===== src/design/vid_out_config.svh =====
////////////////////////////////////////////////////////////
// Video output config: pixel width, OSD palette, CSC
////////////////////////////////////////////////////////////
`ifndef VID_OUT_CONFIG_SVH
`define VID_OUT_CONFIG_SVH

`define VID_PIX_W 8

// OSD palette, packed as {r, g, b}
`define VID_OSD_C0 24'h000000
`define VID_OSD_C1 24'h0000ff
`define VID_OSD_C2 24'hffff00
`define VID_OSD_C3 24'hffffff

// CSC coefficients, scale of 256
`define VID_CSC_Y_R  (9'sd77)
`define VID_CSC_Y_G  (9'sd150)
`define VID_CSC_Y_B  (9'sd29)
`define VID_CSC_PB_R (-9'sd43)
`define VID_CSC_PB_G (-9'sd85)
`define VID_CSC_PB_B (9'sd128)
`define VID_CSC_PR_R (9'sd128)
`define VID_CSC_PR_G (-9'sd107)
`define VID_CSC_PR_B (-9'sd21)

`define VID_CSC_SHIFT  8
`define VID_CSC_OFFSET (10'sd128)
// Sum of three 9x9 signed products
`define VID_CSC_ACC_W  18

`endif

===== src/design/extout_pkg.sv =====
////////////////////////////////////////////////////////////
// Expansion port and extra analog output modes
////////////////////////////////////////////////////////////
package extout_pkg;

    // Expansion port function
    typedef enum logic [1:0] {
        EXP_OFF       = 2'd0,
        EXP_EXTRA_OUT = 2'd1,
        EXP_LEGACY_IN = 2'd2,
        EXP_UVC_BDG   = 2'd3
    } exp_sel_e;

    // Analog output format
    typedef enum logic [1:0] {
        OUT_RGBHV = 2'd0,
        OUT_RGBCS = 2'd1,
        OUT_RGSB  = 2'd2,
        OUT_YPBPR = 2'd3
    } extra_out_mode_e;

endpackage


===== src/design/vid_pkg.sv =====
////////////////////////////////////////////////////////////
// Video stream types shared by the output path
////////////////////////////////////////////////////////////
`include "vid_out_config.svh"

package vid_pkg;

    // One RGB pixel
    typedef struct packed {
        logic [`VID_PIX_W-1:0] r;
        logic [`VID_PIX_W-1:0] g;
        logic [`VID_PIX_W-1:0] b;
    } rgb_t;

    // OSD palette index
    typedef enum logic [1:0] {
        OSD_BLACK  = 2'd0,
        OSD_BLUE   = 2'd1,
        OSD_YELLOW = 2'd2,
        OSD_WHITE  = 2'd3
    } osd_color_e;

endpackage


===== src/design/vid_stream_if.sv =====
////////////////////////////////////////////////////////////
// Pixel stream with syncs and data enable, no handshake
////////////////////////////////////////////////////////////
`timescale 1ns/1ps

interface vid_stream_if;
    import vid_pkg::*;

    rgb_t pix;
    logic hsync;
    logic vsync;
    logic de;

    modport src (
        output pix,
        output hsync,
        output vsync,
        output de
    );

    modport dst (
        input pix,
        input hsync,
        input vsync,
        input de
    );

endinterface


===== src/design/video_out_top.sv =====
////////////////////////////////////////////////////////////
// Pixel-clock output path: OSD, HDMI pins, analog output
////////////////////////////////////////////////////////////
`timescale 1ns/1ps
`include "vid_out_config.svh"

module video_out_top (
    input  logic                  pclk_out,
    input  logic                  po_reset_n,
    input  logic [`VID_PIX_W-1:0] r_i,
    input  logic [`VID_PIX_W-1:0] g_i,
    input  logic [`VID_PIX_W-1:0] b_i,
    input  logic                  hsync_i,
    input  logic                  vsync_i,
    input  logic                  de_i,
    input  logic                  osd_enable_i,
    input  logic [1:0]            osd_color_i,
    input  logic [1:0]            exp_sel_i,
    input  logic [1:0]            extra_out_mode_i,
    output logic [`VID_PIX_W-1:0] hdmi_r_o,
    output logic [`VID_PIX_W-1:0] hdmi_g_o,
    output logic [`VID_PIX_W-1:0] hdmi_b_o,
    output logic                  hdmi_hsync_o,
    output logic                  hdmi_vsync_o,
    output logic                  hdmi_de_o,
    output logic [`VID_PIX_W-1:0] vga_r_o,
    output logic [`VID_PIX_W-1:0] vga_g_o,
    output logic [`VID_PIX_W-1:0] vga_b_o,
    output logic                  vga_hs_o,
    output logic                  vga_vs_o,
    output logic                  vga_blank_n_o,
    output logic                  vga_sync_n_o,
    output logic                  ext_oe_o
);
    import vid_pkg::*;
    import extout_pkg::*;

    rgb_t pix_in;
    rgb_t hdmi_pix;
    rgb_t vga_pix;

    vid_stream_if s_mix ();
    vid_stream_if s_csc ();

    assign pix_in = '{r: r_i, g: g_i, b: b_i};

    osd_mixer u_osd_mixer (
        .pclk_out     (pclk_out),
        .po_reset_n   (po_reset_n),
        .pix_i        (pix_in),
        .hsync_i      (hsync_i),
        .vsync_i      (vsync_i),
        .de_i         (de_i),
        .osd_enable_i (osd_enable_i),
        .osd_color_i  (osd_color_e'(osd_color_i)),
        .mix_o        (s_mix),
        .hdmi_pix_o   (hdmi_pix),
        .hdmi_hsync_o (hdmi_hsync_o),
        .hdmi_vsync_o (hdmi_vsync_o),
        .hdmi_de_o    (hdmi_de_o)
    );

    ypbpr_csc u_ypbpr_csc (
        .pclk_out         (pclk_out),
        .po_reset_n       (po_reset_n),
        .extra_out_mode_i (extra_out_mode_e'(extra_out_mode_i)),
        .in_s             (s_mix),
        .out_s            (s_csc)
    );

    analog_out_fmt u_analog_out_fmt (
        .pclk_out         (pclk_out),
        .po_reset_n       (po_reset_n),
        .exp_sel_i        (exp_sel_e'(exp_sel_i)),
        .extra_out_mode_i (extra_out_mode_e'(extra_out_mode_i)),
        .in_s             (s_csc),
        .vga_pix_o        (vga_pix),
        .vga_hs_o         (vga_hs_o),
        .vga_vs_o         (vga_vs_o),
        .vga_blank_n_o    (vga_blank_n_o),
        .vga_sync_n_o     (vga_sync_n_o),
        .ext_oe_o         (ext_oe_o)
    );

    assign hdmi_r_o = hdmi_pix.r;
    assign hdmi_g_o = hdmi_pix.g;
    assign hdmi_b_o = hdmi_pix.b;

    assign vga_r_o = vga_pix.r;
    assign vga_g_o = vga_pix.g;
    assign vga_b_o = vga_pix.b;

endmodule


===== src/design/analog_out_fmt.sv =====
////////////////////////////////////////////////////////////
// Analog DAC formatting: syncs, blank, sync-on-green
////////////////////////////////////////////////////////////
`timescale 1ns/1ps

module analog_out_fmt (
    input  logic                         pclk_out,
    input  logic                         po_reset_n,
    input  extout_pkg::exp_sel_e         exp_sel_i,
    input  extout_pkg::extra_out_mode_e  extra_out_mode_i,
    vid_stream_if.dst                    in_s,
    output vid_pkg::rgb_t                vga_pix_o,
    output logic                         vga_hs_o,
    output logic                         vga_vs_o,
    output logic                         vga_blank_n_o,
    output logic                         vga_sync_n_o,
    output logic                         ext_oe_o
);
    import vid_pkg::*;
    import extout_pkg::*;

    logic csync;
    logic advance;
    rgb_t pix_pre;
    logic hs_pre, vs_pre, blank_n_pre, sync_n_pre;

    assign csync = ~(in_s.hsync ^ in_s.vsync);

    // Pins only driven when the expansion port is an output
    assign advance  = (exp_sel_i == EXP_EXTRA_OUT);
    assign ext_oe_o = advance;

    // Stage 1, format per output mode
    always_ff @(posedge pclk_out or negedge po_reset_n) begin
        if (!po_reset_n) begin
            pix_pre     <= '0;
            hs_pre      <= 1'b0;
            vs_pre      <= 1'b0;
            blank_n_pre <= 1'b0;
            sync_n_pre  <= 1'b0;
        end else if (advance) begin
            pix_pre     <= in_s.pix;
            hs_pre      <= (extra_out_mode_i == OUT_RGBHV) ? in_s.hsync : csync;
            vs_pre      <= (extra_out_mode_i == OUT_RGBHV) ? in_s.vsync : 1'b1;
            blank_n_pre <= (extra_out_mode_i == OUT_YPBPR) ? 1'b1 : in_s.de;
            // sync on green in RGsB and on Y in YPbPr
            sync_n_pre  <= (extra_out_mode_i == OUT_RGSB || extra_out_mode_i == OUT_YPBPR) ?
                           csync : 1'b0;
        end
    end

    // Stage 2, DAC register
    always_ff @(posedge pclk_out or negedge po_reset_n) begin
        if (!po_reset_n) begin
            vga_pix_o     <= '0;
            vga_hs_o      <= 1'b0;
            vga_vs_o      <= 1'b0;
            vga_blank_n_o <= 1'b0;
            vga_sync_n_o  <= 1'b0;
        end else if (advance) begin
            vga_pix_o     <= pix_pre;
            vga_hs_o      <= hs_pre;
            vga_vs_o      <= vs_pre;
            vga_blank_n_o <= blank_n_pre;
            vga_sync_n_o  <= sync_n_pre;
        end
    end

    ext_oe_a: assert property (
        @(posedge pclk_out) disable iff (!po_reset_n)
        ext_oe_o == (exp_sel_i == EXP_EXTRA_OUT)
    ) else $error("ext_oe_o does not match exp_sel_i");

endmodule


===== src/design/ypbpr_csc.sv =====
////////////////////////////////////////////////////////////
// RGB to YPbPr converter, two stages, RGB bypass otherwise
////////////////////////////////////////////////////////////
`timescale 1ns/1ps
`include "vid_out_config.svh"

module ypbpr_csc (
    input  logic                         pclk_out,
    input  logic                         po_reset_n,
    input  extout_pkg::extra_out_mode_e  extra_out_mode_i,
    vid_stream_if.dst                    in_s,
    vid_stream_if.src                    out_s
);
    import vid_pkg::*;
    import extout_pkg::*;

    logic signed [`VID_PIX_W:0]       r_s, g_s, b_s;
    logic signed [`VID_CSC_ACC_W-1:0] y_acc_d, pb_acc_d, pr_acc_d;
    logic signed [`VID_CSC_ACC_W-1:0] y_acc_q, pb_acc_q, pr_acc_q;
    rgb_t rgb_q;
    logic hsync_q, vsync_q, de_q;

    // Shift back to pixel scale, optional chroma offset, clamp
    function automatic logic [`VID_PIX_W-1:0] csc_clamp(
        input logic signed [`VID_CSC_ACC_W-1:0] acc,
        input logic                             add_off
    );
        logic signed [`VID_CSC_ACC_W-1:0] val;
        val = (acc >>> `VID_CSC_SHIFT) + (add_off ? `VID_CSC_OFFSET : 10'sd0);
        if (val < 0)
            return '0;
        else if (val > ((1 << `VID_PIX_W) - 1))
            return '1;
        else
            return val[`VID_PIX_W-1:0];
    endfunction

    // Channels are unsigned, extend before the signed multiply
    assign r_s = {1'b0, in_s.pix.r};
    assign g_s = {1'b0, in_s.pix.g};
    assign b_s = {1'b0, in_s.pix.b};

    always_comb begin
        y_acc_d  = r_s * `VID_CSC_Y_R  + g_s * `VID_CSC_Y_G  + b_s * `VID_CSC_Y_B;
        pb_acc_d = r_s * `VID_CSC_PB_R + g_s * `VID_CSC_PB_G + b_s * `VID_CSC_PB_B;
        pr_acc_d = r_s * `VID_CSC_PR_R + g_s * `VID_CSC_PR_G + b_s * `VID_CSC_PR_B;
    end

    // Stage 1, products and sums
    always_ff @(posedge pclk_out or negedge po_reset_n) begin
        if (!po_reset_n) begin
            y_acc_q  <= '0;
            pb_acc_q <= '0;
            pr_acc_q <= '0;
            rgb_q    <= '0;
            hsync_q  <= 1'b0;
            vsync_q  <= 1'b0;
            de_q     <= 1'b0;
        end else begin
            y_acc_q  <= y_acc_d;
            pb_acc_q <= pb_acc_d;
            pr_acc_q <= pr_acc_d;
            rgb_q    <= in_s.pix;
            hsync_q  <= in_s.hsync;
            vsync_q  <= in_s.vsync;
            de_q     <= in_s.de;
        end
    end

    // Stage 2. In YPbPr, G carries Y, B carries Pb and R carries Pr
    always_ff @(posedge pclk_out or negedge po_reset_n) begin
        if (!po_reset_n) begin
            out_s.pix   <= '0;
            out_s.hsync <= 1'b0;
            out_s.vsync <= 1'b0;
            out_s.de    <= 1'b0;
        end else begin
            if (extra_out_mode_i == OUT_YPBPR) begin
                out_s.pix.r <= csc_clamp(pr_acc_q, 1'b1);
                out_s.pix.g <= csc_clamp(y_acc_q, 1'b0);
                out_s.pix.b <= csc_clamp(pb_acc_q, 1'b1);
            end else begin
                out_s.pix <= rgb_q;
            end
            out_s.hsync <= hsync_q;
            out_s.vsync <= vsync_q;
            out_s.de    <= de_q;
        end
    end

    de_latency_a: assert property (
        @(posedge pclk_out) disable iff (!po_reset_n)
        out_s.de == $past(in_s.de, 2)
    ) else $error("CSC de is not delayed by two cycles");

endmodule


===== src/design/osd_mixer.sv =====
////////////////////////////////////////////////////////////
// OSD palette overlay and two-stage HDMI output register
////////////////////////////////////////////////////////////
`timescale 1ns/1ps
`include "vid_out_config.svh"

module osd_mixer (
    input  logic                 pclk_out,
    input  logic                 po_reset_n,
    input  vid_pkg::rgb_t        pix_i,
    input  logic                 hsync_i,
    input  logic                 vsync_i,
    input  logic                 de_i,
    input  logic                 osd_enable_i,
    input  vid_pkg::osd_color_e  osd_color_i,
    vid_stream_if.src            mix_o,
    output vid_pkg::rgb_t        hdmi_pix_o,
    output logic                 hdmi_hsync_o,
    output logic                 hdmi_vsync_o,
    output logic                 hdmi_de_o
);
    import vid_pkg::*;

    rgb_t osd_pix;

    // Palette lookup
    always_comb begin
        case (osd_color_i)
            OSD_BLACK:  osd_pix = `VID_OSD_C0;
            OSD_BLUE:   osd_pix = `VID_OSD_C1;
            OSD_YELLOW: osd_pix = `VID_OSD_C2;
            default:    osd_pix = `VID_OSD_C3;
        endcase
    end

    // Stage 1, overlay result
    always_ff @(posedge pclk_out or negedge po_reset_n) begin
        if (!po_reset_n) begin
            mix_o.pix   <= '0;
            mix_o.hsync <= 1'b0;
            mix_o.vsync <= 1'b0;
            mix_o.de    <= 1'b0;
        end else begin
            mix_o.pix   <= osd_enable_i ? osd_pix : pix_i;
            mix_o.hsync <= hsync_i;
            mix_o.vsync <= vsync_i;
            mix_o.de    <= de_i;
        end
    end

    // Stage 2, launch to transmitter pins
    always_ff @(posedge pclk_out or negedge po_reset_n) begin
        if (!po_reset_n) begin
            hdmi_pix_o   <= '0;
            hdmi_hsync_o <= 1'b0;
            hdmi_vsync_o <= 1'b0;
            hdmi_de_o    <= 1'b0;
        end else begin
            hdmi_pix_o   <= mix_o.pix;
            hdmi_hsync_o <= mix_o.hsync;
            hdmi_vsync_o <= mix_o.vsync;
            hdmi_de_o    <= mix_o.de;
        end
    end

    osd_color_known_a: assert property (
        @(posedge pclk_out) disable iff (!po_reset_n)
        osd_enable_i |-> !$isunknown(osd_color_i)
    ) else $error("osd_color_i unknown while OSD is enabled");

endmodule


===== config.mk =====
export PLATFORM = sky130hd
export DESIGN_NAME = video_out_top
export DESIGN_NICKNAME = d
export VERILOG_FILES = /design/src/design/extout_pkg.sv /design/src/design/vid_pkg.sv /design/src/design/vid_stream_if.sv /design/src/design/video_out_top.sv /design/src/design/analog_out_fmt.sv /design/src/design/ypbpr_csc.sv /design/src/design/osd_mixer.sv
export VERILOG_INCLUDE_DIRS = /design/src /design/src/design
export SDC_FILE = /design/constraint.sdc
export NUM_CORES = 1
export LEC_CHECK = 0
export BUFFER_PORTS_ARGS = -buffer_cell sky130_fd_sc_hd__buf_2
export CAP_MARGIN = 10
export CORE_ASPECT_RATIO = 0.75
export CORE_UTILIZATION = 43
export CTS_CLUSTER_SIZE = 40
export DETAILED_ROUTE_END_ITERATION = 6
export PLACE_DENSITY_LB_ADDON = 0.2
export SETUP_SLACK_MARGIN = 0.4
export SLEW_MARGIN = 40
export SYNTH_ARGS = -nofsm -noshare
export SYNTH_HDL_FRONTEND = slang
export SYNTH_HIERARCHICAL = 1
export SYNTH_SLANG_ARGS = --single-unit
export TNS_END_PERCENT = 20

===== constraint.sdc =====
create_clock -name pclk_out -period 6.2 [get_ports pclk_out]
set_input_delay 0 -clock pclk_out [delete_from_list [all_inputs] [get_ports pclk_out]]
set_output_delay 0 -clock pclk_out [all_outputs]
set_load 0.005 [all_outputs]

==> summary.txt <==
Status = finished with violations
Failing checks = design-rule violations, negative setup slack
Max Freq = 158 MHz
IO buf count = 91
WL/cell = 18.0 um
CTS Sinks = 194
CTS tree = yes
Final slew viol count = 0
Final setup fails = 7
Initial antenna violation count = 1
Synth Register Bits = 194
Slew @ Worst Pin = 0.754 ns
Initial core utilization = 0.438
Die ar. = 36,300 um^2
Yosys warning total = 6
Area taken by multi-input logic gates = 9490 um^2
Routability cong. = 0.915
Synthesized instance count = 1,305
Largest net degree at the start of global routing = 78
Site row count = 59
Final ANT Viol Nets = 0
Post-synthesis net count = 1,730
Fill cell total of the finished layout = 3,055
Critical path fanouts, max = 5
Fraction of the mapped netlist area in simple logic gates = 0.0450
Dpl cell area = 16,900 um^2
Die height = 165 um
WL final = 35,800 um
First-pass detailed-route iteration total = 7
Post-Syn Area per Cell = 11.7 um^2
Synth Area in XOR/XNOR = 0.0315
Number of buffers created by CTS = 17
Sequential cell area = 4860 um^2
Worst-Skew Late Latency = 0.45 ns
Minimum clock period = 6.33 ns
Async SR Flop Fraction = 1.00
Layout Area Growth over Synthesis = 18.4%
Max Clock Skew = 0.0164 ns
Max cap viols = 0
Tcrit/Tclk final = 1.02
Vias per cell = 4.85
Post-DP HPWL = 28,700 um
Endpoint type of the worst setup path = flip-flop
Design area = 18,100 um^2
Clk slew on worst S/H paths = 0.08 ns
Iter 0 DRT Violations = 540
Proportion of layout cells with a drive suffix above 1 = 0.234
Worst EP required = 6.57 ns
Primary FF master, synth = dfrtp_1
Post-synthesis mux area share = 0.0735
GRT overflow = 0
Worst rel slew slack = 0.491
Root Driver = clkbuf_16
Area of the core = 34,800 um^2
Crit Path Category = reg -> reg
CP max stage cell = fa_1
Adder-Cell Fraction of Synth Area = 0.386
Top cell by count, worst path = ha_4
Antenna Cells = 0
Post-synthesis compound-gate area fraction = 0.0634
Worst Path Arrival = 6.70 ns
Final Hold Viols = 0
Seq/Total Area, Yosys = 0.318
Max clock buf depth = 2
Largest family of logic cells by synthesized area = adder cells
Cell Area, Synth = 15,300 um^2
Vias in the first global route = 9,899
Gr usage total = 0.212
Startpoint Class = flip-flop
Top Ports = 92
Global-route wire length before repair = 56,700 um
Number of library cell types mapped by synthesis = 59
Via count = 9,645
Final worst slack = -0.128 ns
HP Class = in -> reg
Chip Width = 220 um
Unrepaired setup endpoints after global routing = yes
# nets final = 1,945
Slowest stage delay, CP = 0.51 ns
Setup Total Neg Slack = -0.491 ns
Fin util = 0.519
R2R Setup Slk = -0.13 ns
Drc violations = 12
Number of synthesized flops with an enable pin = 0
CTS H-tree lvls = 4
[area by class of cell]
cell class	instances	area share
Tap cell	457	0.0316
Clock inverter	14	0.00879
Inverter	283	0.0593
Clock buffer	18	0.0243
Multi-Input combinational cell	812	0.525
Timing Repair Buffer	212	0.0820
Sequential cell	194	0.269
[placed cells by master, fill, tap and decap left out, drive strengths merged, types with 5 or more instances in the layout]
master       count
inv            289
ha             253
dfrtp          194
buf            173
fa             136
mux2            76
nor2            50
nand2           41
a21oi           41
dlygate4sd3     38
xnor2           33
o21ai           32
xor2            22
clkbuf          19
a21o            18
o31ai           11
nor3            10
o21a            10
nor2b           10
nand3            8
o21bai           8
nand2b           7
nand4            6
a31oi            5
clkinv           5
[through the flow]
stage          hold WS (ns)  instances  setup slack (ns)
4_1_cts              0.0118       1989            -0.114
5_1_grt              0.0481       1990            -0.425
6_report             0.0458       1990            -0.128
3_5_place_dp         0.0686       1915            -0.195
2_1_floorplan        -0.296       1305           0.00635
3_3_place_gp         0.0580       1915           -0.0744
[cell families (layout without fill, tap and decap cells)]
kind of cell             count (synthesis)  after routing
AO/OA/AOI/OAI                          146            146
multiplexers                            76             76
AND/OR/NAND/NOR                        146            146
buffers and inverters                  299            527
flip-flops                             194            194
adder cells (fa/ha/maj)                389            389
XOR/XNOR                                55             55
[worst paths after layout]
path                       cells after the start                   endpoint                 startpoint
hold reg to reg                                0    u_ypbpr_csc/out_s.hsync        u_ypbpr_csc/hsync_q
hold / removal                                 2  u_osd_mixer/mix_o.pix[17]             osd_color_i[1]
setup reg to reg                              28    u_ypbpr_csc/y_acc_q[12]  u_osd_mixer/mix_o.pix[11]
max in group asynchronous                      3       u_ypbpr_csc/rgb_q[5]                 po_reset_n
setup / recovery                              28    u_ypbpr_csc/y_acc_q[12]  u_osd_mixer/mix_o.pix[11]
min in group asynchronous                      2    u_analog_out_fmt/vs_pre                 po_reset_n
[state kept, by name, indices dropped and copies added (netlist names), 10 cells and up]
register,flops
u_analog_out_fmt/pix_pre,24
u_analog_out_fmt/vga_pix_o,24
u_osd_mixer/hdmi_pix_o,24
u_osd_mixer/mix_o.pix,24
u_ypbpr_csc/out_s.pix,24
u_ypbpr_csc/rgb_q,24
u_ypbpr_csc/pb_acc_q,10
u_ypbpr_csc/pr_acc_q,10
u_ypbpr_csc/y_acc_q,10
[synth_stat cells (all sizes together), types with 6 or more instances]
| cell | number | area share |
|---|---|---|
| nor3 | 10 | 0.0033 |
| xor2 | 22 | 0.013 |
| a21oi | 41 | 0.014 |
| dfrtp | 194 | 0.32 |
| a21o | 18 | 0.0091 |
| o21a | 10 | 0.0049 |
| nor2 | 50 | 0.012 |
| mux2 | 76 | 0.073 |
| inv | 283 | 0.070 |
| o21bai | 8 | 0.0039 |
| xnor2 | 33 | 0.019 |
| ha | 253 | 0.21 |
| nor2b | 10 | 0.0046 |
| o21ai | 32 | 0.010 |
| nand4 | 6 | 0.0025 |
| buf | 13 | 0.013 |
| nand3 | 8 | 0.0026 |
| fa | 136 | 0.18 |
| o31ai | 11 | 0.0057 |
| nand2 | 41 | 0.010 |
| nand2b | 7 | 0.0029 |
[what timing repair did]
action	4_1_cts	5_1_grt
pin swaps	9	18
setup buffers	4	1
hold buffers	38	0
endpoints found under the setup margin	9	13
gates resized for setup	9	26
hold endpoints to repair	105	0
gates cloned	0	0
[metal layers]
metal,up-vias,wire [um],global-route usage,share of wire
li1,4653,-,-,-
met1,4778,18300,0.317,0.51
met2,191,15200,0.308,0.43
met3,23,1750,0.0482,0.049
met4,0,522,0.0511,0.015
met5,-,0,0,0
[worst max-delay path: cells and delay by family, from the launching register on]
kind | cells | cell delay [ns]
fa+ha+maj | 10 | 3.41
flops | 1 | 0.41
xor+xnor | 2 | 0.24
simple gates | 3 | 0.58
compound gates | 7 | 1.35
buf+inv | 6 | 0.27
Power is not shown: default switching activity piles up to over one toggle a cycle in this logic, so the estimate is an artifact.
